$ cat config.mk
export PLATFORM = sky130hd
export DESIGN_NAME = aes_sts_top
export DESIGN_NICKNAME = d
export VERILOG_FILES = /design/src/hdl/aes_sts_pkg.sv /design/src/hdl/aes_sts_if.sv /design/src/hdl/aes_sync_fifo.sv /design/src/hdl/aes_frame_tracker.sv /design/src/hdl/aes_sts_fsm.sv /design/src/hdl/aes_sts_top.sv
export SDC_FILE = /design/constraint.sdc
export NUM_CORES = 1
export LEC_CHECK = 0
export BUFFER_PORTS_ARGS = -buffer_cell sky130_fd_sc_hd__buf_2
export CORE_MARGIN = 4
export CORE_UTILIZATION = 40
export DETAILED_ROUTE_END_ITERATION = 8
export PLACE_DENSITY = 0.63
export RECOVER_POWER = 50
export SYNTH_ARGS = -nofsm -noshare
export SYNTH_HDL_FRONTEND = slang
export SYNTH_SLANG_ARGS = --single-unit
$ cat constraint.sdc
create_clock -name m_axi_mm2s_aclk -period 8.65 [get_ports m_axi_mm2s_aclk]
set_input_delay 0.865 -clock m_axi_mm2s_aclk [delete_from_list [all_inputs] [get_ports m_axi_mm2s_aclk]]
set_output_delay 0.865 -clock m_axi_mm2s_aclk [all_outputs]
set_load 0.05 [all_outputs]
$ cat src/hdl/aes_sts_pkg.sv
`default_nettype none

package aes_sts_pkg;

   // Data beat and status word
   typedef logic [31:0] data_t;

   // Byte enables of one data beat
   typedef logic [3:0] keep_t;

   // Frame byte count
   // Same width in the EOF record and in status word 0
   typedef logic [15:0] byte_cnt_t;

   // Status record builder states
   typedef enum logic [1:0]
   {
      ST_IDLE,
      ST_DATA,
      ST_EOF,
      ST_DONE
   } sts_state_t;

   // Flag nibble of status word 0
   // Byte count goes into bits 15:0
   localparam data_t STS_FLAG_WORD = 32'h5000_0000;

   // Zero words after word 0
   // Last one carries tlast
   localparam logic [2:0] STS_TAIL_WORDS = 3'd4;

   // EOF FIFO of 4 records
   localparam int EOF_FIFO_DEPTH_LOG2 = 2;

   // Status FIFO of 16 words
   localparam int STS_FIFO_DEPTH_LOG2 = 4;

   // Status FIFO level that blocks a new record
   // 16 - 11 leaves room for one full record of five words
   localparam logic [STS_FIFO_DEPTH_LOG2:0] STS_PROG_FULL = 5'd11;

endpackage

`default_nettype wire

$ cat src/hdl/aes_sts_if.sv
`timescale 1ns/1ps
`default_nettype none

// EOF records from the tracker, through the EOF FIFO, to the status FSM
interface eof_if;

   // Write side, one strobe per frame
   logic                   wr_en;
   aes_sts_pkg::byte_cnt_t wr_data;
   logic                   full;

   // Read side, first word falls through
   logic                   rd_en;
   aes_sts_pkg::byte_cnt_t rd_data;
   logic                   empty;

   modport tracker (output wr_en, output wr_data, input full);

   modport fsm (output rd_en, input rd_data, input empty);

   modport fifo (
      input  wr_en,
      input  wr_data,
      output full,
      input  rd_en,
      output rd_data,
      output empty
   );

endinterface

// Status words from the FSM into the status FIFO
interface sts_wr_if;

   logic               wr_en;
   logic               wr_last;
   aes_sts_pkg::data_t wr_data;
   // Not enough room for another record
   logic               prog_full;

   modport fsm (output wr_en, output wr_last, output wr_data, input prog_full);

   modport fifo (input wr_en, input wr_last, input wr_data, output prog_full);

endinterface

`default_nettype wire

$ cat src/hdl/aes_sync_fifo.sv
`timescale 1ns/1ps
`default_nettype none

module aes_sync_fifo #(
   parameter int width      = 32,
   parameter int depth_log2 = 4
) (
   input  wire                  m_axi_mm2s_aclk,
   input  wire                  rst_n,
   input  wire                  wr_en,
   input  wire  [width-1:0]     wr_data,
   input  wire                  rd_en,
   input  wire  [depth_log2:0]  prog_level,
   output logic [width-1:0]     rd_data,
   output logic                 empty,
   output logic                 full,
   output logic                 prog_full
);

   // Entry storage
   logic [width-1:0]      mem [2**depth_log2];
   logic [depth_log2-1:0] wr_ptr;
   logic [depth_log2-1:0] rd_ptr;
   // One bit wider than the pointers to tell full from empty
   logic [depth_log2:0]   count;
   logic [depth_log2:0]   count_next;

   always_ff @(posedge m_axi_mm2s_aclk)
   begin
      if (wr_en)
         mem[wr_ptr] <= wr_data;
   end

   // Head entry always on the output
   assign rd_data = mem[rd_ptr];

   // Level after this cycle's strobes
   always_comb
   begin
      count_next = count;
      if (wr_en && !rd_en)
         count_next = count + 1'b1;
      else if (rd_en && !wr_en)
         count_next = count - 1'b1;
   end

   // Pointers wrap on their own width
   // Flags come out of registers, valid right after the edge
   always_ff @(posedge m_axi_mm2s_aclk)
   begin
      if (!rst_n)
      begin
         wr_ptr    <= '0;
         rd_ptr    <= '0;
         count     <= '0;
         empty     <= 1'b1;
         full      <= 1'b0;
         prog_full <= 1'b0;
      end
      else
      begin
         if (wr_en)
            wr_ptr <= wr_ptr + 1'b1;
         if (rd_en)
            rd_ptr <= rd_ptr + 1'b1;
         count     <= count_next;
         empty     <= (count_next == '0);
         // MSB only set at exactly 2**depth_log2 entries
         full      <= count_next[depth_log2];
         prog_full <= (count_next >= prog_level);
      end
   end

   // Writers and readers sit in other modules and must honor the flags
   a_no_wr_full: assert property (@(posedge m_axi_mm2s_aclk) disable iff (!rst_n)
      wr_en |-> !full)
      else $error("aes_sync_fifo: write while full");

   a_no_rd_empty: assert property (@(posedge m_axi_mm2s_aclk) disable iff (!rst_n)
      rd_en |-> !empty)
      else $error("aes_sync_fifo: read while empty");

endmodule

`default_nettype wire

$ cat src/hdl/aes_frame_tracker.sv
`timescale 1ns/1ps
`default_nettype none

module aes_frame_tracker (
   input  wire                     m_axi_mm2s_aclk,
   input  wire                     rst_n,
   input  wire aes_sts_pkg::data_t mm2s_tdata,
   input  wire aes_sts_pkg::keep_t mm2s_tkeep,
   input  wire                     mm2s_tvalid,
   input  wire                     mm2s_tlast,
   output logic                    mm2s_tready,
   eof_if.tracker                  eof
);

   aes_sts_pkg::byte_cnt_t byte_cnt;
   aes_sts_pkg::byte_cnt_t beat_bytes;
   aes_sts_pkg::byte_cnt_t frame_bytes;
   aes_sts_pkg::byte_cnt_t wr_data_q;
   logic                   wr_en_q;
   logic                   beat_ok;

   // Stall one cycle while a record write is in flight
   // Full flag only catches up one edge after that write
   assign mm2s_tready = !(eof.full || wr_en_q);
   assign beat_ok     = mm2s_tvalid && mm2s_tready;

   // Bytes in this beat
   assign beat_bytes  = aes_sts_pkg::byte_cnt_t'($countones(mm2s_tkeep));
   // Running total including this beat
   assign frame_bytes = byte_cnt + beat_bytes;

   always_ff @(posedge m_axi_mm2s_aclk)
   begin
      if (!rst_n)
      begin
         byte_cnt <= '0;
         wr_en_q  <= 1'b0;
      end
      else
      begin
         // One record per frame, one cycle after the last beat
         wr_en_q <= beat_ok && mm2s_tlast;
         if (beat_ok)
            byte_cnt <= mm2s_tlast ? '0 : frame_bytes;
      end
   end

   // Completed count held for the write strobe
   always_ff @(posedge m_axi_mm2s_aclk)
   begin
      if (beat_ok && mm2s_tlast)
         wr_data_q <= frame_bytes;
   end

   assign eof.wr_en   = wr_en_q;
   assign eof.wr_data = wr_data_q;

   // Only the last beat of a frame may be partial
   a_keep_full: assert property (@(posedge m_axi_mm2s_aclk) disable iff (!rst_n)
      (beat_ok && !mm2s_tlast) |-> (&mm2s_tkeep))
      else $error("aes_frame_tracker: partial keep on a non-last beat");

   // Payload is dropped here but must still be driven by the engine
   a_data_known: assert property (@(posedge m_axi_mm2s_aclk) disable iff (!rst_n)
      beat_ok |-> !$isunknown(mm2s_tdata))
      else $error("aes_frame_tracker: unknown data on an accepted beat");

endmodule

`default_nettype wire

$ cat src/hdl/aes_sts_fsm.sv
`timescale 1ns/1ps
`default_nettype none

module aes_sts_fsm (
   input wire m_axi_mm2s_aclk,
   input wire rst_n,
   eof_if.fsm    eof,
   sts_wr_if.fsm sts
);

   aes_sts_pkg::sts_state_t state;
   aes_sts_pkg::sts_state_t state_next;

   // Zero words still to go in the eof state
   logic [$bits(aes_sts_pkg::STS_TAIL_WORDS)-1:0] tail_cnt;
   logic                                          tail_end;

   // Registered write side of the status FIFO
   logic               wr_en_q;
   logic               wr_last_q;
   aes_sts_pkg::data_t wr_data_q;

   // Fourth zero word this cycle
   assign tail_end = (tail_cnt == 1'b1);

   always_comb
   begin
      state_next = state;
      case (state)
         aes_sts_pkg::ST_IDLE:
            // Need a record and room for all five words
            if (!eof.empty && !sts.prog_full)
               state_next = aes_sts_pkg::ST_DATA;
         aes_sts_pkg::ST_DATA:
            state_next = aes_sts_pkg::ST_EOF;
         aes_sts_pkg::ST_EOF:
            if (tail_end)
               state_next = aes_sts_pkg::ST_DONE;
         aes_sts_pkg::ST_DONE:
            // EOF pop lands on this edge
            state_next = aes_sts_pkg::ST_IDLE;
         default:
            state_next = aes_sts_pkg::ST_IDLE;
      endcase
   end

   always_ff @(posedge m_axi_mm2s_aclk)
   begin
      if (!rst_n)
      begin
         state     <= aes_sts_pkg::ST_IDLE;
         tail_cnt  <= '0;
         wr_en_q   <= 1'b0;
         wr_last_q <= 1'b0;
      end
      else
      begin
         state <= state_next;
         // Word 0 after data, zero words after each eof cycle
         wr_en_q   <= (state == aes_sts_pkg::ST_DATA) || (state == aes_sts_pkg::ST_EOF);
         wr_last_q <= (state == aes_sts_pkg::ST_EOF) && tail_end;
         // Count down 4..1 across the eof state
         if (state == aes_sts_pkg::ST_DATA)
            tail_cnt <= aes_sts_pkg::STS_TAIL_WORDS;
         else if (state == aes_sts_pkg::ST_EOF)
            tail_cnt <= tail_cnt - 1'b1;
      end
   end

   // Head record stays on the FIFO output until the pop
   always_ff @(posedge m_axi_mm2s_aclk)
   begin
      if (state == aes_sts_pkg::ST_DATA)
         wr_data_q <= aes_sts_pkg::STS_FLAG_WORD | aes_sts_pkg::data_t'(eof.rd_data);
      else
         wr_data_q <= '0;
   end

   assign sts.wr_en   = wr_en_q;
   assign sts.wr_last = wr_last_q;
   assign sts.wr_data = wr_data_q;

   // Pop the EOF record together with the last status word
   assign eof.rd_en = wr_last_q;

   a_last_with_en: assert property (@(posedge m_axi_mm2s_aclk) disable iff (!rst_n)
      sts.wr_last |-> sts.wr_en)
      else $error("aes_sts_fsm: wr_last without wr_en");

   // Known state, and the head record stays in the EOF FIFO until its pop
   a_state_legal: assert property (@(posedge m_axi_mm2s_aclk) disable iff (!rst_n)
      !$isunknown(state) && ((state == aes_sts_pkg::ST_IDLE) || !eof.empty))
      else $error("aes_sts_fsm: illegal state");

endmodule

`default_nettype wire

$ cat src/hdl/aes_sts_top.sv
`timescale 1ns/1ps
`default_nettype none

module aes_sts_top (
   input  wire                      m_axi_mm2s_aclk,
   input  wire                      rst_n,
   input  wire aes_sts_pkg::data_t  mm2s_tdata,
   input  wire aes_sts_pkg::keep_t  mm2s_tkeep,
   input  wire                      mm2s_tvalid,
   input  wire                      mm2s_tlast,
   output logic                     mm2s_tready,
   output aes_sts_pkg::data_t       sts_tdata,
   output logic                     sts_tvalid,
   output logic                     sts_tlast,
   input  wire                      sts_tready
);

   eof_if    eof_bus ();
   sts_wr_if sts_bus ();

   // Status FIFO entry is tlast on top of the data word
   logic [$bits(aes_sts_pkg::data_t):0] sts_wr_entry;
   logic [$bits(aes_sts_pkg::data_t):0] sts_rd_entry;
   logic                                sts_empty;
   logic                                sts_rd_en;

   // Beat counting, one EOF record per frame
   aes_frame_tracker u_tracker (
      .m_axi_mm2s_aclk (m_axi_mm2s_aclk),
      .rst_n           (rst_n),
      .mm2s_tdata      (mm2s_tdata),
      .mm2s_tkeep      (mm2s_tkeep),
      .mm2s_tvalid     (mm2s_tvalid),
      .mm2s_tlast      (mm2s_tlast),
      .mm2s_tready     (mm2s_tready),
      .eof             (eof_bus.tracker)
   );

   // Only full matters here, so prog_level sits at the depth
   aes_sync_fifo #(
      .width      ($bits(aes_sts_pkg::byte_cnt_t)),
      .depth_log2 (aes_sts_pkg::EOF_FIFO_DEPTH_LOG2)
   ) eof_fifo (
      .m_axi_mm2s_aclk (m_axi_mm2s_aclk),
      .rst_n           (rst_n),
      .wr_en           (eof_bus.wr_en),
      .wr_data         (eof_bus.wr_data),
      .rd_en           (eof_bus.rd_en),
      .prog_level      ({1'b1, {aes_sts_pkg::EOF_FIFO_DEPTH_LOG2{1'b0}}}),
      .rd_data         (eof_bus.rd_data),
      .empty           (eof_bus.empty),
      .full            (eof_bus.full),
      .prog_full       ()
   );

   aes_sts_fsm u_fsm (
      .m_axi_mm2s_aclk (m_axi_mm2s_aclk),
      .rst_n           (rst_n),
      .eof             (eof_bus.fsm),
      .sts             (sts_bus.fsm)
   );

   assign sts_wr_entry = {sts_bus.wr_last, sts_bus.wr_data};

   // Prog-full gates the FSM, so the hard full flag goes unused
   aes_sync_fifo #(
      .width      ($bits(aes_sts_pkg::data_t) + 1),
      .depth_log2 (aes_sts_pkg::STS_FIFO_DEPTH_LOG2)
   ) sts_fifo (
      .m_axi_mm2s_aclk (m_axi_mm2s_aclk),
      .rst_n           (rst_n),
      .wr_en           (sts_bus.wr_en),
      .wr_data         (sts_wr_entry),
      .rd_en           (sts_rd_en),
      .prog_level      (aes_sts_pkg::STS_PROG_FULL),
      .rd_data         (sts_rd_entry),
      .empty           (sts_empty),
      .full            (),
      .prog_full       (sts_bus.prog_full)
   );

   // Output stream straight off the FIFO head
   assign sts_tvalid = !sts_empty;
   assign sts_rd_en  = sts_tvalid && sts_tready;
   assign sts_tlast  = sts_rd_entry[$bits(aes_sts_pkg::data_t)];
   assign sts_tdata  = sts_rd_entry[$bits(aes_sts_pkg::data_t)-1:0];

endmodule

`default_nettype wire

==> metrics.yaml <==
drive_gt1_frac: 0.2383
n_antenna_cell: 0
antenna_found_initial: 0
num_vias: 7823
pre_cts_slack_ns: 4.712
clock-sinks: 438
ys_ff_latch: 438
instances_no_fill: 1521
relSlewSlack: -0.05231
worstHoldStart: "u_tracker.byte_cnt[0]"
reg2reg_slack_ns: 5.71
switchingPower_mw: 1.340
min_period_ns: 4.356
async_flop_share: 0
power.internal_mw: 3.864
drt_first_pass_iters: 6
violations: "max-capacitance violations, max-slew violations"
status: "complete, but fails checks"
maxSlewViolCount: 19
cts_setup_buffers: 0
dpl.cell_count: 1436
start_kind: "flip-flop"
seq_area_frac_synth: 0.7299
synth-main-ff-cell: "edfxtp_1"
worst_pin_slew_ns: 1.578
cap_viol_max_count: 1
cts-root-buf: "clkbuf_16"
first_iter_violations: 545
netlist_instances: 889
wl_per_cell_um: 20.99
avgSynthCellArea_sq_um: 19.19
grt_overflow_total: 0
portBuffers: 29
nNetsFinal: 1012
area_growth_pct: 12.65
reg2reg_depth: 9
synth_edf_count: 368
setup_viol: 0
grt_use_total: 0.1395
rsz0062_at_grt: "no"
setup_tns_ns: 0
comb_power_share: 0.142
critical-path-max-stage-delay_ns: 0.81
cp.arrival_ns: 3.49
io_pins: 76
die_area_sq_um: 46020
power.density_nw_per_um2: 270.8
peakVddDrop_v: 0.0001497
syn_area_sq_um: 17060
critPathKind: "flip-flop to output port"
synth_cell_type_count: 51
min_delay_worst_endpoint: "u_tracker.byte_cnt[0]"
power_leakage_nw: 6.278
setup_slack_ns: 4.294
routed_via_density: 5.143
drc_errors: 0
fmax_mhz: 229.6
required_ns: 7.79
dpl.hpwl_mm: 17.45
grt_max_degree: 73
wl_mm: 31.93
synth_top_area_frac: 0.6477
route.antenna.remaining_nets: 0
chipWidth_um: 214.5
clk_pin_slew_worst_paths_ns: 0.06
end_kind: "output port"
power_frac_clock: 0.363
fillCellCount: 3558
regArea_sq_um: 12460
routabilityCongestion: 0.6856
die_h_um: 214.5
start_util: 0.4058
worst-path-max-fanout: 45
grt_pass1_wl_mm: 49.67
share_seq_of_total_power: 0.494
yosysWarnings: 0
fin_skew_ns: 0.02318
clk_latency_ns: 0.55
yosys.area.top_type: "edfxtp_1"
yosys-top-cells-area: "edfxtp_1 (65%), mux4_2 (14%), dfxtp_1 (8.2%), ha_1 (1.7%), and2_1 (1.5%)"
r2r_start: "u_tracker.byte_cnt[1]"
switching_share: 0.2575
r2r-end: "u_tracker.byte_cnt[15]"
min_period_over_period: 0.5036
multiInputGateArea_sq_um: 4225
cts_tree: "yes"
slowest_stage: "buf_4"
grt_pass1_vias: 8141
ctsLongestPathBuffers: 3
core_area_sq_um: 42040
postCtsResizedCells: 0
hp-class: "flip-flop to flip-flop"
row_count: 75
htree_levels: 2
cts_buffers: 46
worstPathCellList: "buf_4 -> mux4_2 -> mux4_2 -> buf_2"
cp_common_cell: "mux4_2"
postCtsHoldBufs: 0
min_path_cells: 2
hold_viol_final: 0
[synth_stat cells (6+ instances only)]
cell,number
ha_1,23
mux4_2,106
and2_1,41
inv_1,26
buf_2,6
or3_1,6
buf_6,7
buf_4,16
nor3_1,8
buf_1,9
o21ai_0,16
xor2_1,14
clkbuf_1,15
nand2_1,23
edfxtp_1,368
xnor2_1,17
dfxtp_1,70
a21oi_1,21
nor2_1,38
[state kept, by name (all words and copies together) (netlist names), 4 cells and up, named ones only]
register,cells
sts_fifo.mem,288
eof_fifo.mem,64
u_fsm.sts.wr_data,17
u_tracker.byte_cnt,16
u_tracker.eof.wr_data,16
sts_fifo.count,5
sts_fifo.rd_ptr,4
sts_fifo.wr_ptr,4
[metrics by stage]
| step | area (sq um) | power [mW] | hold WS [ns] | util |
|---|---|---|---|---|
| global placement | 17760 | 3.358 | 0.4503 | 0.4225 |
| floorplan | 17110 | 3.194 | 0.4319 | - |
| finish | 19220 | 5.204 | 0.4657 | 0.4571 |
| global route | 19220 | 5.438 | 0.5104 | 0.4571 |
| detailed placement | 17760 | 3.376 | 0.4581 | 0.4225 |
| CTS | 19230 | 5.272 | 0.4678 | 0.4575 |
[worst max-delay path by stage]
| stage | to | slack, ns | cells past startpoint |
|---|---|---|---|
| 2_1_floorplan | u_tracker.byte_cnt[15] | 5.25 | 12 |
| 3_3_place_gp | sts_tdata[4] | 4.70 | 4 |
| 3_5_place_dp | sts_tdata[4] | 4.71 | 4 |
| 4_1_cts | sts_tdata[4] | 4.14 | 4 |
| 5_1_grt | sts_tdata[4] | 3.99 | 4 |
| 6_report | sts_tdata[4] | 4.29 | 4 |
[worst max-delay path: cells and delay by family (launching register included)]
kind	cells	cell delay, ns
DFF	1	0.71
muxes	2	1.14
buffers and inverters	2	1.05
[final cells by class]
class,count,area share
Clock buffer,57,0.06419
Clock inverter,28,0.01250
Inverter,27,0.005273
Multi-Input combinational cell,384,0.2199
Sequential cell,438,0.6484
Tap cell,539,0.03509
Timing Repair Buffer,48,0.01471
[cells in the final DEF (no fill, tap or decap), types with 3 or more instances in the layout]
cell / n
nor3_1: 8
buf_2: 28
or3_1: 6
mux4_2: 106
ha_1: 23
nand2_2: 3
and3_1: 5
mux2i_1: 5
nand2_1: 23
xor2_1: 14
a22oi_1: 3
nand3b_1: 4
edfxtp_1: 368
and2_1: 35
a21oi_1: 21
clkinv_1: 8
and2_0: 6
nor3b_1: 3
xnor2_1: 17
conb_1: 14
nor2_1: 38
nand4_1: 3
nand2b_1: 4
inv_1: 27
clkbuf_1: 10
fa_1: 3
o21ai_0: 16
bufinv_16: 3
dfxtp_1: 67
buf_4: 18
clkbuf_16: 47
clkinv_2: 11
[cells by family (layout without fill, tap and decap cells)]
logic type / after synthesis / after routing / share of synthesized area
adder cells (fa/ha/maj): 26 / 26 / 0.02039
multiplexers: 113 / 113 / 0.1442
other: 1 / 14 / 0.0002198
flip-flops: 438 / 438 / 0.7299
XOR/XNOR: 31 / 31 / 0.01591
buffers and inverters: 80 / 160 / 0.02464
AND/OR/NAND/NOR: 149 / 149 / 0.04745
AO/OA/AOI/OAI: 51 / 51 / 0.01731
[power groups by stage]
stage / Clock [mW] / Combinational (mW) / Sequential [mW]
2_1_floorplan: 0 / 0.646 / 2.55
3_3_place_gp: 0 / 0.749 / 2.61
3_5_place_dp: 0 / 0.757 / 2.62
4_1_cts: 1.94 / 0.759 / 2.57
5_1_grt: 2.03 / 0.807 / 2.60
6_report: 1.89 / 0.740 / 2.57
[metal layers]
metal	vias to the layer above	GRT usage	routed length (um)
met5	-	0	0
met4	0	0.03307	504
met3	42	0.02565	1596
met2	178	0.2321	15860
met1	4029	0.1932	13970
li1	3574	-	-
Note: power is estimated with default switching activity, not from simulation.
